[src/logic/bitstat_op_pkg.sv]
package bitstat_op_pkg;

  // ****************************************
  // request side types
  // ****************************************

  localparam int TAG_W = 4; // width of the requester chosen identifier

  typedef logic [TAG_W-1:0] bitstat_tag_t;

  // operation codes, every one of them is reduced to a population count
  typedef enum logic [2:0] {
    OP_POPCNT  = 3'd0, // number of set bits in a
    OP_PARITY  = 3'd1, // xor of all bits in a
    OP_HAMMING = 3'd2, // number of differing bits between a and b
    OP_CLZ     = 3'd3, // leading zeros of a
    OP_CTZ     = 3'd4  // trailing zeros of a
  } bitstat_op_e;

  // control fields that follow each word through the pipeline
  typedef struct packed {
    bitstat_op_e  op;  // requested operation
    bitstat_tag_t tag; // returned unchanged with the result
  } bitstat_req_ctrl_t;

endpackage
[src/logic/bitstat_res_pkg.sv]
package bitstat_res_pkg;

  import bitstat_op_pkg::*;

  // ****************************************
  // result side types
  // ****************************************

  typedef struct packed {
    logic zero; // the result is zero
    logic full; // the result equals the word width
  } bitstat_flags_t;

  // control fields that leave the unit with each result
  typedef struct packed {
    bitstat_tag_t   tag;   // copied from the request
    bitstat_flags_t flags; // computed from the final result
  } bitstat_res_ctrl_t;

endpackage

[src/logic/bitstat_top.sv]
module bitstat_top
  import bitstat_op_pkg::*;
  import bitstat_res_pkg::*;
#(
  parameter int WIDTH = 32
)(
  input  logic                      clk_i,
  input  logic                      srst_i,
  input  logic                      req_valid_i,
  input  bitstat_req_ctrl_t         req_ctrl_i,
  input  logic [WIDTH-1:0]          req_a_i,
  input  logic [WIDTH-1:0]          req_b_i,

  output logic                      res_valid_o,
  output logic [$clog2(WIDTH)+1:0]  res_data_o,
  output bitstat_res_ctrl_t         res_ctrl_o
);

  localparam int CNT_W = $clog2(WIDTH) + 2;

  // ****************************************
  // inter stage signals
  // ****************************************

  logic              prep_valid;
  bitstat_req_ctrl_t prep_ctrl;
  logic [WIDTH-1:0]  prep_word;  // transformed operand, ready for counting

  logic              cnt_valid;
  bitstat_req_ctrl_t cnt_ctrl;
  logic [CNT_W-1:0]  cnt_count;

  bitstat_prep #(
    .WIDTH   ( WIDTH       )
  ) u_prep (
    .clk_i   ( clk_i       ),
    .srst_i  ( srst_i      ),
    .valid_i ( req_valid_i ),
    .ctrl_i  ( req_ctrl_i  ),
    .a_i     ( req_a_i     ),
    .b_i     ( req_b_i     ),
    .valid_o ( prep_valid  ),
    .ctrl_o  ( prep_ctrl   ),
    .word_o  ( prep_word   )
  );

  bitstat_count_stage #(
    .WIDTH   ( WIDTH      )
  ) u_count (
    .clk_i   ( clk_i      ),
    .srst_i  ( srst_i     ),
    .valid_i ( prep_valid ),
    .ctrl_i  ( prep_ctrl  ),
    .word_i  ( prep_word  ),
    .valid_o ( cnt_valid  ),
    .ctrl_o  ( cnt_ctrl   ),
    .count_o ( cnt_count  )
  );

  bitstat_format #(
    .WIDTH   ( WIDTH       )
  ) u_format (
    .clk_i   ( clk_i       ),
    .srst_i  ( srst_i      ),
    .valid_i ( cnt_valid   ),
    .ctrl_i  ( cnt_ctrl    ),
    .count_i ( cnt_count   ),
    .valid_o ( res_valid_o ),
    .data_o  ( res_data_o  ),
    .ctrl_o  ( res_ctrl_o  )
  );

endmodule

[src/logic/bitstat_format.sv]
module bitstat_format
  import bitstat_op_pkg::*;
  import bitstat_res_pkg::*;
#(
  parameter int WIDTH = 32
)(
  input  logic                      clk_i,
  input  logic                      srst_i,
  input  logic                      valid_i,
  input  bitstat_req_ctrl_t         ctrl_i,
  input  logic [$clog2(WIDTH)+1:0]  count_i,

  output logic                      valid_o,
  output logic [$clog2(WIDTH)+1:0]  data_o,
  output bitstat_res_ctrl_t         ctrl_o
);

  localparam int CNT_W = $clog2(WIDTH) + 2;

  logic [CNT_W-1:0] result; // final value before the output register
  bitstat_flags_t   flags;

  // ****************************************
  // result selection
  // ****************************************

  always_comb
  begin
    case (ctrl_i.op)
      OP_PARITY: result = CNT_W'(count_i[0]);         // odd count means odd parity
      OP_CLZ:    result = CNT_W'(WIDTH) - count_i;    // smeared word counts the bits from the top one down
      default:   result = count_i;
    endcase
  end

  assign flags.zero = (result == '0);
  assign flags.full = (result == CNT_W'(WIDTH));

  // output register
  always_ff @(posedge clk_i)
  begin
    if (srst_i)
    begin
      valid_o <= 1'b0;
      data_o  <= '0;
      ctrl_o  <= '0;
    end
    else
    begin
      valid_o <= valid_i;
      if (valid_i)
      begin
        data_o       <= result;
        ctrl_o.tag   <= ctrl_i.tag;
        ctrl_o.flags <= flags;
      end
      else
      begin
        data_o <= '0;
        ctrl_o <= '0;
      end
    end
  end

endmodule

[src/logic/bitstat_count_stage.sv]
module bitstat_count_stage
  import bitstat_op_pkg::*;
#(
  parameter int WIDTH = 32
)(
  input  logic                      clk_i,
  input  logic                      srst_i,
  input  logic                      valid_i,
  input  bitstat_req_ctrl_t         ctrl_i,
  input  logic [WIDTH-1:0]          word_i,

  output logic                      valid_o,
  output bitstat_req_ctrl_t         ctrl_o,
  output logic [$clog2(WIDTH)+1:0]  count_o
);

  localparam int LAT = $clog2(WIDTH) + 1; // leaf register plus one register per merge level

  bitstat_req_ctrl_t [LAT-1:0] ctrl_pipe; // entry k holds the control of the word k+1 cycles deep

  // ****************************************
  // counter tree
  // ****************************************

  bit_population_counter #(
    .WIDTH      ( WIDTH   )
  ) u_counter (
    .clk_i      ( clk_i   ),
    .srst_i     ( srst_i  ),
    .data_i     ( word_i  ),
    .data_val_i ( valid_i ),
    .data_o     ( count_o ),
    .data_val_o ( valid_o )
  );

  // control delay line, same depth as the tree so op and tag meet their count
  always_ff @(posedge clk_i)
  begin
    if (srst_i)
      ctrl_pipe <= '0;
    else
    begin
      ctrl_pipe[0] <= valid_i ? ctrl_i : '0;
      for (int k = 1; k < LAT; k++)
        ctrl_pipe[k] <= ctrl_pipe[k-1];
    end
  end

  assign ctrl_o = ctrl_pipe[LAT-1];

endmodule

[src/logic/bitstat_prep.sv]
module bitstat_prep
  import bitstat_op_pkg::*;
#(
  parameter int WIDTH = 32
)(
  input  logic              clk_i,
  input  logic              srst_i,
  input  logic              valid_i,
  input  bitstat_req_ctrl_t ctrl_i,
  input  logic [WIDTH-1:0]  a_i,
  input  logic [WIDTH-1:0]  b_i,

  output logic              valid_o,
  output bitstat_req_ctrl_t ctrl_o,
  output logic [WIDTH-1:0]  word_o
);

  logic [WIDTH-1:0] smear;     // every bit at or below the highest set bit of a is set
  logic [WIDTH-1:0] low_zeros; // ones where a has zeros below its lowest set bit
  logic [WIDTH-1:0] word_next; // word handed to the counter tree

  // ****************************************
  // operand transforms
  // ****************************************

  always_comb
  begin
    smear = a_i;
    for (int s = 1; s < WIDTH; s = s * 2)
      smear = smear | (smear >> s); // doubling shifts reach bit zero in log steps
  end

  assign low_zeros = ~a_i & (a_i - 1'b1); // an all zero a gives all ones

  always_comb
  begin
    case (ctrl_i.op)
      OP_HAMMING: word_next = a_i ^ b_i;
      OP_CLZ:     word_next = smear;     // format stage subtracts this count from the width
      OP_CTZ:     word_next = low_zeros;
      default:    word_next = a_i;       // popcount and parity count a directly
    endcase
  end

  // ****************************************
  // stage register
  // ****************************************

  always_ff @(posedge clk_i)
  begin
    if (srst_i)
    begin
      valid_o <= 1'b0;
      ctrl_o  <= '0;
      word_o  <= '0;
    end
    else
    begin
      valid_o <= valid_i;
      ctrl_o  <= valid_i ? ctrl_i : '0;    // idle cycles carry zeros down the pipe
      word_o  <= valid_i ? word_next : '0;
    end
  end

endmodule

[src/logic/bit_population_counter.sv]
module bit_population_counter #(
  parameter int WIDTH = 32
)(
  input  logic                       clk_i,
  input  logic                       srst_i,
  input  logic [WIDTH-1:0]           data_i,
  input  logic                       data_val_i,

  output logic [$clog2(WIDTH)+1:0]   data_o,
  output logic                       data_val_o
);

  localparam int CNT_W      = $clog2(WIDTH) + 2;
  localparam int REAL_W     = 1 << $clog2(WIDTH);           // width rounded up to a power of two
  localparam int HALF_W     = (REAL_W > 1) ? REAL_W / 2 : 1;
  localparam int HALF_CNT_W = $clog2(HALF_W) + 2;           // count width of each half

  generate
    if (WIDTH == 1)
    begin : g_leaf

      // ****************************************
      // single bit leaf
      // ****************************************

      always_ff @(posedge clk_i)
      begin
        if (srst_i)
        begin
          data_val_o <= 1'b0;
          data_o     <= '0;
        end
        else
        begin
          data_val_o <= data_val_i;
          if (data_val_i)
            data_o <= CNT_W'(data_i); // the count of one bit is the bit itself
          else
            data_o <= '0;
        end
      end

    end
    else
    begin : g_node

      logic [REAL_W-1:0]              padded_data; // upper bits beyond WIDTH are zero
      logic [1:0][HALF_CNT_W-1:0]     half_cnt;
      logic [1:0]                     half_val;

      assign padded_data = REAL_W'(data_i);

      // ****************************************
      // two recursive halves
      // ****************************************

      for (genvar i = 0; i < 2; i++)
      begin : g_half
        bit_population_counter #(
          .WIDTH      ( HALF_W                          )
        ) u_half (
          .clk_i      ( clk_i                           ),
          .srst_i     ( srst_i                          ),
          .data_i     ( padded_data[i*HALF_W +: HALF_W] ), // half zero is the low half
          .data_val_i ( data_val_i                      ),
          .data_o     ( half_cnt[i]                     ),
          .data_val_o ( half_val[i]                     )
        );
      end

      // both halves have equal depth so their valids arrive together
      always_ff @(posedge clk_i)
      begin
        if (srst_i)
        begin
          data_val_o <= 1'b0;
          data_o     <= '0;
        end
        else
        begin
          data_val_o <= &half_val;
          if (&half_val)
            data_o <= CNT_W'(half_cnt[0]) + CNT_W'(half_cnt[1]);
          else
            data_o <= '0;
        end
      end

    end
  endgenerate

endmodule

[config.mk]
export PLATFORM = sky130hd
export DESIGN_NAME = bitstat_top
export DESIGN_NICKNAME = d
export VERILOG_FILES = /design/src/logic/bitstat_op_pkg.sv /design/src/logic/bitstat_res_pkg.sv /design/src/logic/bitstat_top.sv /design/src/logic/bitstat_format.sv /design/src/logic/bitstat_count_stage.sv /design/src/logic/bitstat_prep.sv /design/src/logic/bit_population_counter.sv
export SDC_FILE = /design/constraint.sdc
export NUM_CORES = 1
export LEC_CHECK = 0
export BUFFER_PORTS_ARGS = -buffer_cell sky130_fd_sc_hd__buf_2
export CORE_AREA = 2 2 137 139
export CTS_CLUSTER_SIZE = 20
export DETAILED_ROUTE_END_ITERATION = 8
export DIE_AREA = 0 0 139 141
export PLACE_DENSITY_LB_ADDON = 0.25
export SETUP_SLACK_MARGIN = 0.5
export SLEW_MARGIN = 20
export SYNTH_ARGS = -nofsm -noshare
export SYNTH_HDL_FRONTEND = slang
export SYNTH_SLANG_ARGS = --single-unit
[constraint.sdc]
create_clock -name clk_i -period 2.1 [get_ports clk_i]
set_input_delay 0.105 -clock clk_i [delete_from_list [all_inputs] [get_ports clk_i]]
set_output_delay 0.105 -clock clk_i [all_outputs]
set_load 0.01 [all_outputs]
==> results.py, run 1 <==
metrics = {
    "detailed_routing": {
        "wl_met3_um": 1350,
        "wl_per_cell_um": 14.9,
        "vias": 6629,
        "wl_met2_um": 8960,
        "via_per_inst": 5.13,
        "highest_layer": "met4",
        "wl_met1_um": 8350,
        "routed_wl_um": 19300,
        "drc": 0,
        "drtIter0Drc": 333,
        "drtAntennaViolNets": 0,
        "drt_pre_antenna_iters": 6,
    },
    "power_and_ir_drop": {
        "p_leak_nw": 4.73,
        "p_switching_w": 0.00185,
        "p_sw_share_pct": 21.3,
        "clock_power_share_pct": 44.8,
        "combPwrFrac_pct": 6.1,
        "irDropWorstVdd_mv": 0.656,
        "seq_power_share_pct": 49.1,
        "power-per-cell-area_nw_per_um2": 794,
        "internal_power_w": 0.00685,
    },
    "run": {
        "maxCapViolations": 0,
    },
    "layout": {
        "drive_above_1_share_pct": 19.2,
        "fin_nets": 1185,
        "design_area_um2": 11000,
        "area_growth_pct": 22.8,
        "utilization_pct": 60.0,
        "n_antenna_cell": 0,
    },
    "sta": {
        "setup_violations": 0,
        "rsz0062_at_grt": "true",
        "worst_pin_slew_ps": 565,
        "relSlewSlack_pct": 62.2,
        "skew_ps": 20.0,
        "fin_tns_setup_ps": 0,
        "timing.hold.ws_ps": 19.3,
        "fin_crit_ps": 1600,
        "drv_slew": 0,
        "period_share_pct": 76.2,
        "hold_violations": 0,
        "setup_ws_ps": 499,
        "fmax_ghz": 0.625,
    },
    "synth": {
        "synthArstFlopShare_pct": 0,
        "synth_top_area_share_pct": 49.8,
        "synth.top_cells.by_area": "dfxtp_1 (50%), and2_1 (8.0%), ha_1 (7.0%)",
        "synth_ff_type": "dfxtp_1",
        "netlist_instances": 904,
        "synth_cell_types": 66,
        "synth_area_um2": 8920,
        "synth-seq-cells": 222,
        "syn_avg_cell_area_um2": 9.86,
        "yosys-top-cells-count": "dfxtp_1 (222), and2_1 (114), a21oi_1 (57), nor2_1 (55), ha_1 (50)",
        "netlist.top_cell.by_area": "dfxtp_1",
        "synth.most_common_cell": "dfxtp_1",
        "yosys_warnings": 0,
        "ys_seq_area_share_pct": 49.8,
        "syn_nets": 1043,
        "synth_edf_count": 0,
    },
    "placed_design": {
        "port_buffers": 87,
        "dpl.hpwl_um": 14100,
        "dpl_cell_area_um2": 9860,
        "place_congestion": 0.958,
        "place_ws_ps": 121,
    },
    "floorplan": {
        "die_w_um": 139,
        "io_pins": 88,
        "initial_utilization_pct": 48.8,
        "coreArea_um2": 18300,
        "num_rows": 50,
        "die_h_um": 141,
        "die_area_um2": 19600,
    },
    "setup_path": {
        "path_class": "flop to flop",
        "crit_path_start_kind": "flop",
        "crit_arrival_ps": 2010,
        "crit_fanout": 3,
        "critPathRequiredTime_ps": 2510,
        "endpoint_kind": "flop",
    },
    "worst_hold_path": {
        "hold_path.class": "primary input to flop",
    },
    "cts": {
        "cts_num_sinks": 222,
        "cts_root_buffer": "clkbuf_16",
        "cts_made_buffers": 23,
        "cts_tree": "done",
        "cts_max_level": 1,
        "clk_pin_slew_worst_paths_ps": 60,
        "cts_max_path_buffers": 3,
        "insertion_delay_ps": 510,
    },
    "grt": {
        "track_usage_pct": 19.8,
        "antenna_found_initial": 0,
        "grt_pass1_wl_um": 32000,
        "grt-ovfl-total": 0,
        "grt_pass1_vias": 6476,
        "grt_max_degree": 41,
    },
    "outcome": {
        "status": "complete, no violations",
    },
}
## worst max-delay path, cell delays in order (launching register included)
cell       delay [ps]
dfxtp_4           350
inv_2              70
ha_4              130
nor3b_4           180
buf_6             120
a211o_1           160
o2111ai_2         160
nor4b_2           320
## metrics by stage
stage	power (W)	instances
finish	0.00870	1293
global route	0.00906	1293
CTS	0.00881	1291
detailed placement	0.00485	1227
global placement	0.00486	1227
floorplan	0.00461	904
## timing repair
action | CTS | global route
endpoints found under the setup margin | 2 | 6
hold buffers | 26 | 0
gates resized for setup | 4 | 20
setup buffers | 0 | 2
pin swaps | 0 | 5
endpoints found under the hold margin | 24 | 0
## cell families (layout without fill, tap and decap cells)
logic type,Yosys count,in the layout,share of synthesized area [%]
flops,222,222,49.8
xor+xnor,19,19,1.87
buf+inv,81,236,3.44
compound gates,178,178,12.5
simple gates,336,336,21.6
fa+ha+maj,65,65,10.4
mux,3,3,0.365
## per-layer routing
layer / vias up / GRT usage (%)
li1: 3369 / -
met1: 2982 / 25.8
met2: 236 / 33.0
met3: 42 / 3.43
met4: 0 / 8.19
met5: - / 0
## power groups by stage
stage	combinational (W)	clock, W	sequential [W]
3_3_place_gp	0.000490	0	0.00437
3_5_place_dp	0.000480	0	0.00437
2_1_floorplan	0.000245	0	0.00436
6_report	0.000530	0.00390	0.00427
5_1_grt	0.000580	0.00421	0.00427
4_1_cts	0.000519	0.00402	0.00427
## layout by cell type (no fill, tap or decap), drive strengths merged, types with 5 or more instances in the layout
master and count:
o31ai 7, clkinv 5, fa 15, clkbuf 29, dlygate4sd3 26, nor3 17
or3 7, or4 14, a31oi 12, nand2b 12, o21ai 46, nor4 10
nor2 55, a21o 13, buf 132, a21oi 57, nand3 8, nor3b 5
xor2 15, inv 40, dfxtp 222, nand2 34, ha 50, nor2b 45
and2 114
## area by class of cell
class | instances | area, um^2
timing repair buffer | 158 | 1040
sequential | 222 | 4450
inverter | 40 | 154
tap | 234 | 293
clock inverter | 9 | 119
fill | 1578 | 7310
clock buffer | 29 | 628
multi-input combinational | 601 | 4270
## worst paths after layout
path                                             startpoint                 end  slack [ps]  cells after the start
worst min register to register            u_count.ctrl_o[3]  u_format.ctrl_o[5]         420                      1
worst max register to register  u_count.u_counter.data_o[1]  u_format.ctrl_o[0]         500                      7
worst min-delay path                             req_b_i[5]    u_prep.word_o[5]          20                      4
worst max-delay path            u_count.u_counter.data_o[1]  u_format.ctrl_o[0]         500                      7
Note: power is estimated with default switching activity, not from simulation.
==> run 2: changes to the inputs <==
Settings changed: ABC_AREA from default to 1, CORE_AREA 2 2 137 139 to 2 2 140 142, DIE_AREA 0 0 139 141 to 0 0 142 144.
Clock period 2.1 ns to 1.5 ns, I/O delays scaled along.
==> run 2 against run 1 <==
Effect of this change: routed wire length up 17%; register-to-register slack worse by 310 ps; first-iteration DRC count up 34%; worst setup slack worse by 310 ps; area after synthesis up 5.2%; largest cell class unchanged.
==> results.py, run 2 <==
metrics = {
    "detailed_routing": {
        "wl_per_cell_um": 14.0,
        "drtIter0Drc": 447,
        "drc": 0,
        "vias": 7701,
        "via_per_inst": 4.76,
        "drt_pre_antenna_iters": 5,
        "routed_wl_um": 22600,
        "drtAntennaViolNets": 0,
    },
    "power_and_ir_drop": {
        "finalPower_w": 0.0120,
        "clock_power_share_pct": 43.2,
        "p_sw_share_pct": 21.8,
        "internal_power_w": 0.00941,
        "irDropWorstVdd_mv": 0.703,
        "power-per-cell-area_nw_per_um2": 1010,
        "p_switching_w": 0.00263,
        "seq_power_share_pct": 49.7,
        "p_leak_nw": 5.12,
        "combPwrFrac_pct": 7.0,
    },
    "setup_path": {
        "worstSetupEndpoint": "u_count.u_counter.data_o[4]",
        "rrSetupSlack_ps": 190,
        "path_class": "flop to flop",
        "crit_fanout": 2,
        "critPathRequiredTime_ps": 1920,
        "crit_arrival_ps": 1720,
        "crit_path_start_kind": "flop",
        "endpoint_kind": "flop",
        "r2r_cells": 8,
        "rr_endpoint": "u_count.u_counter.data_o[4]",
    },
    "floorplan": {
        "die_area_um2": 20400,
        "io_pins": 88,
        "die_w_um": 142,
        "coreArea_um2": 19100,
        "die_h_um": 144,
        "initial_utilization_pct": 49.2,
        "num_rows": 51,
    },
    "cts": {
        "cts_num_sinks": 222,
        "cts_max_path_buffers": 3,
        "cts_max_level": 1,
        "cts_root_buffer": "clkbuf_16",
        "insertion_delay_ps": 490,
        "clk_pin_slew_worst_paths_ps": 60,
        "cts_made_buffers": 22,
        "cts_tree": "done",
    },
    "grt": {
        "antenna_found_initial": 0,
        "track_usage_pct": 21.8,
        "grt_pass1_wl_um": 35500,
        "grt_pass1_vias": 7502,
        "grt_max_degree": 41,
        "grt-ovfl-total": 0,
    },
    "layout": {
        "area_growth_pct": 27.7,
        "fin_nets": 1505,
        "final_cell_mix": "nor2_1 (262), inv_1 (220), dfxtp_1 (180), nand2_1 (147), buf_2 (83)",
        "drive_above_1_share_pct": 25.2,
        "n_antenna_cell": 0,
        "final_common_cell": "nor2_1",
    },
    "worst_hold_path": {
        "hold_path.class": "primary input to flop",
    },
    "sta": {
        "skew_ps": 7.24,
        "relSlewSlack_pct": 75.2,
        "worst_pin_slew_ps": 371,
        "drv_slew": 0,
        "fmax_ghz": 0.765,
        "fin_tns_setup_ps": 0,
        "rsz0062_at_grt": "true",
        "period_share_pct": 87.2,
        "hold_violations": 0,
        "fin_crit_ps": 1310,
        "setup_violations": 0,
    },
    "synth": {
        "synth_top_area_share_pct": 47.4,
        "netlist_instances": 1204,
        "yosys_warnings": 0,
        "synthArstFlopShare_pct": 0,
        "ys_seq_area_share_pct": 47.4,
        "synth_ff_type": "dfxtp_1",
        "yosys-top-cells-count": "nor2_1 (276), inv_1 (242), dfxtp_1 (222), nand2_1 (152), ha_1 (50)",
        "syn_nets": 1343,
        "synth_cell_types": 38,
        "synth-seq-cells": 222,
        "synth_area_um2": 9380,
        "synth_edf_count": 0,
        "synth.top_cells.by_area": "dfxtp_1 (47%), nor2_1 (11%), inv_1 (9.7%)",
        "synth.most_common_cell": "nor2_1",
        "syn_avg_cell_area_um2": 7.79,
        "netlist.top_cell.by_area": "dfxtp_1",
    },
    "placed_design": {
        "dpl.hpwl_um": 16200,
        "place_congestion": 0.945,
        "port_buffers": 87,
    },
    "outcome": {
        "status": "complete, no violations",
    },
    "run": {
        "maxCapViolations": 0,
    },
}
run 2: cell count changes in the layout (fill, tap and decap cells not counted), moves of 19 or more:
cell | before | now
a21oi_1 | 55 | 34
and2_1 | 114 | 0
dfxtp_1 | 218 | 180
dfxtp_2 | 2 | 42
ha_1 | 49 | 27
ha_4 | 1 | 23
inv_1 | 37 | 220
inv_2 | 1 | 24
nand2_1 | 34 | 147
nand3_1 | 8 | 34
nor2_1 | 55 | 262
nor2b_1 | 45 | 0
o21ai_0 | 41 | 22
run 2: worst min-delay path by stage:
stage	cells past startpoint	from	end	slack [ps]
after floorplan	2	req_ctrl_i[0]	u_prep.ctrl_o[0]	190
after global placement	3	req_ctrl_i[3]	u_prep.ctrl_o[3]	290
after detailed placement	3	req_ctrl_i[3]	u_prep.ctrl_o[3]	300
after CTS	5	req_a_i[19]	u_prep.word_o[19]	3
after global routing	3	req_a_i[21]	u_prep.word_o[21]	30
final	6	req_b_i[31]	u_prep.word_o[31]	10
run 2: power groups by stage:
stage / clock, W / sequential (W) / combinational, W
floorplan: 0 / 0.00611 / 0.000435
global placement: 0 / 0.00612 / 0.000795
detailed placement: 0 / 0.00612 / 0.000780
CTS: 0.00532 / 0.00599 / 0.000832
global route: 0.00561 / 0.00599 / 0.000933
finish: 0.00521 / 0.00599 / 0.000848
run 2: metrics by stage:
step / instance area, um^2 / utilization (%) / std cells / setup slack [ps] / hold slack [ps]
4_1_cts: 11600 / 60.9 / 1607 / 152 / 2.64
6_report: 12000 / 62.8 / 1617 / 192 / 12.5
3_3_place_gp: 10400 / 54.3 / 1536 / -34.9 / 294
3_5_place_dp: 10400 / 54.3 / 1536 / 52.7 / 297
5_1_grt: 12000 / 62.8 / 1617 / 82.8 / 27.4
2_1_floorplan: 9470 / - / 1204 / 238 / 187
run 2: final cells by class:
type,count,area (um^2)
flip-flops and latches,222,4500
well taps,238,298
inverters,247,935
multi-input cells,705,4370
clock buffers,31,636
clock inverters,6,61.3
repair buffers,168,1180
fillers,1639,7100
run 2: repair_timing:
item | 4_1_cts | 5_1_grt
endpoints found under the setup margin | 44 | 78
buffers inserted | 10 | 10
cloned | 0 | 0
hold endpoints to repair | 24 | 0
pin swaps | 41 | 34
resized for setup | 66 | 73
hold buffers | 24 | 0
run 2: per-layer routing:
metal / part of all wire, % / vias up / GRT usage (%)
met1: 40 / 3434 / 24.7
li1: - / 3937 / -
met5: 0 / - / 0
met3: 5.1 / 73 / 3.01
met4: 5.1 / 0 / 11.0
met2: 50 / 257 / 40.2
run 2: kinds of logic after synthesis:
family | Yosys count | share of synthesized area (%)
adders and majority gates | 65 | 9.87
buffers and inverters | 277 | 11.7
and+or+nand+nor | 509 | 22.6
AOI/OAI and AO/OA | 101 | 5.71
xor gates and xnor gates | 30 | 2.80
DFF | 222 | 47.4
run 2: worst max-delay path: stages (launching register included):
cell and delay (ps):
dfxtp_2 340, ha_4 130, inv_2 30, fa_2 330, nor2_1 100, o21ai_1 60, nand2_1 90, o21ai_1 60
a21oi_1 110
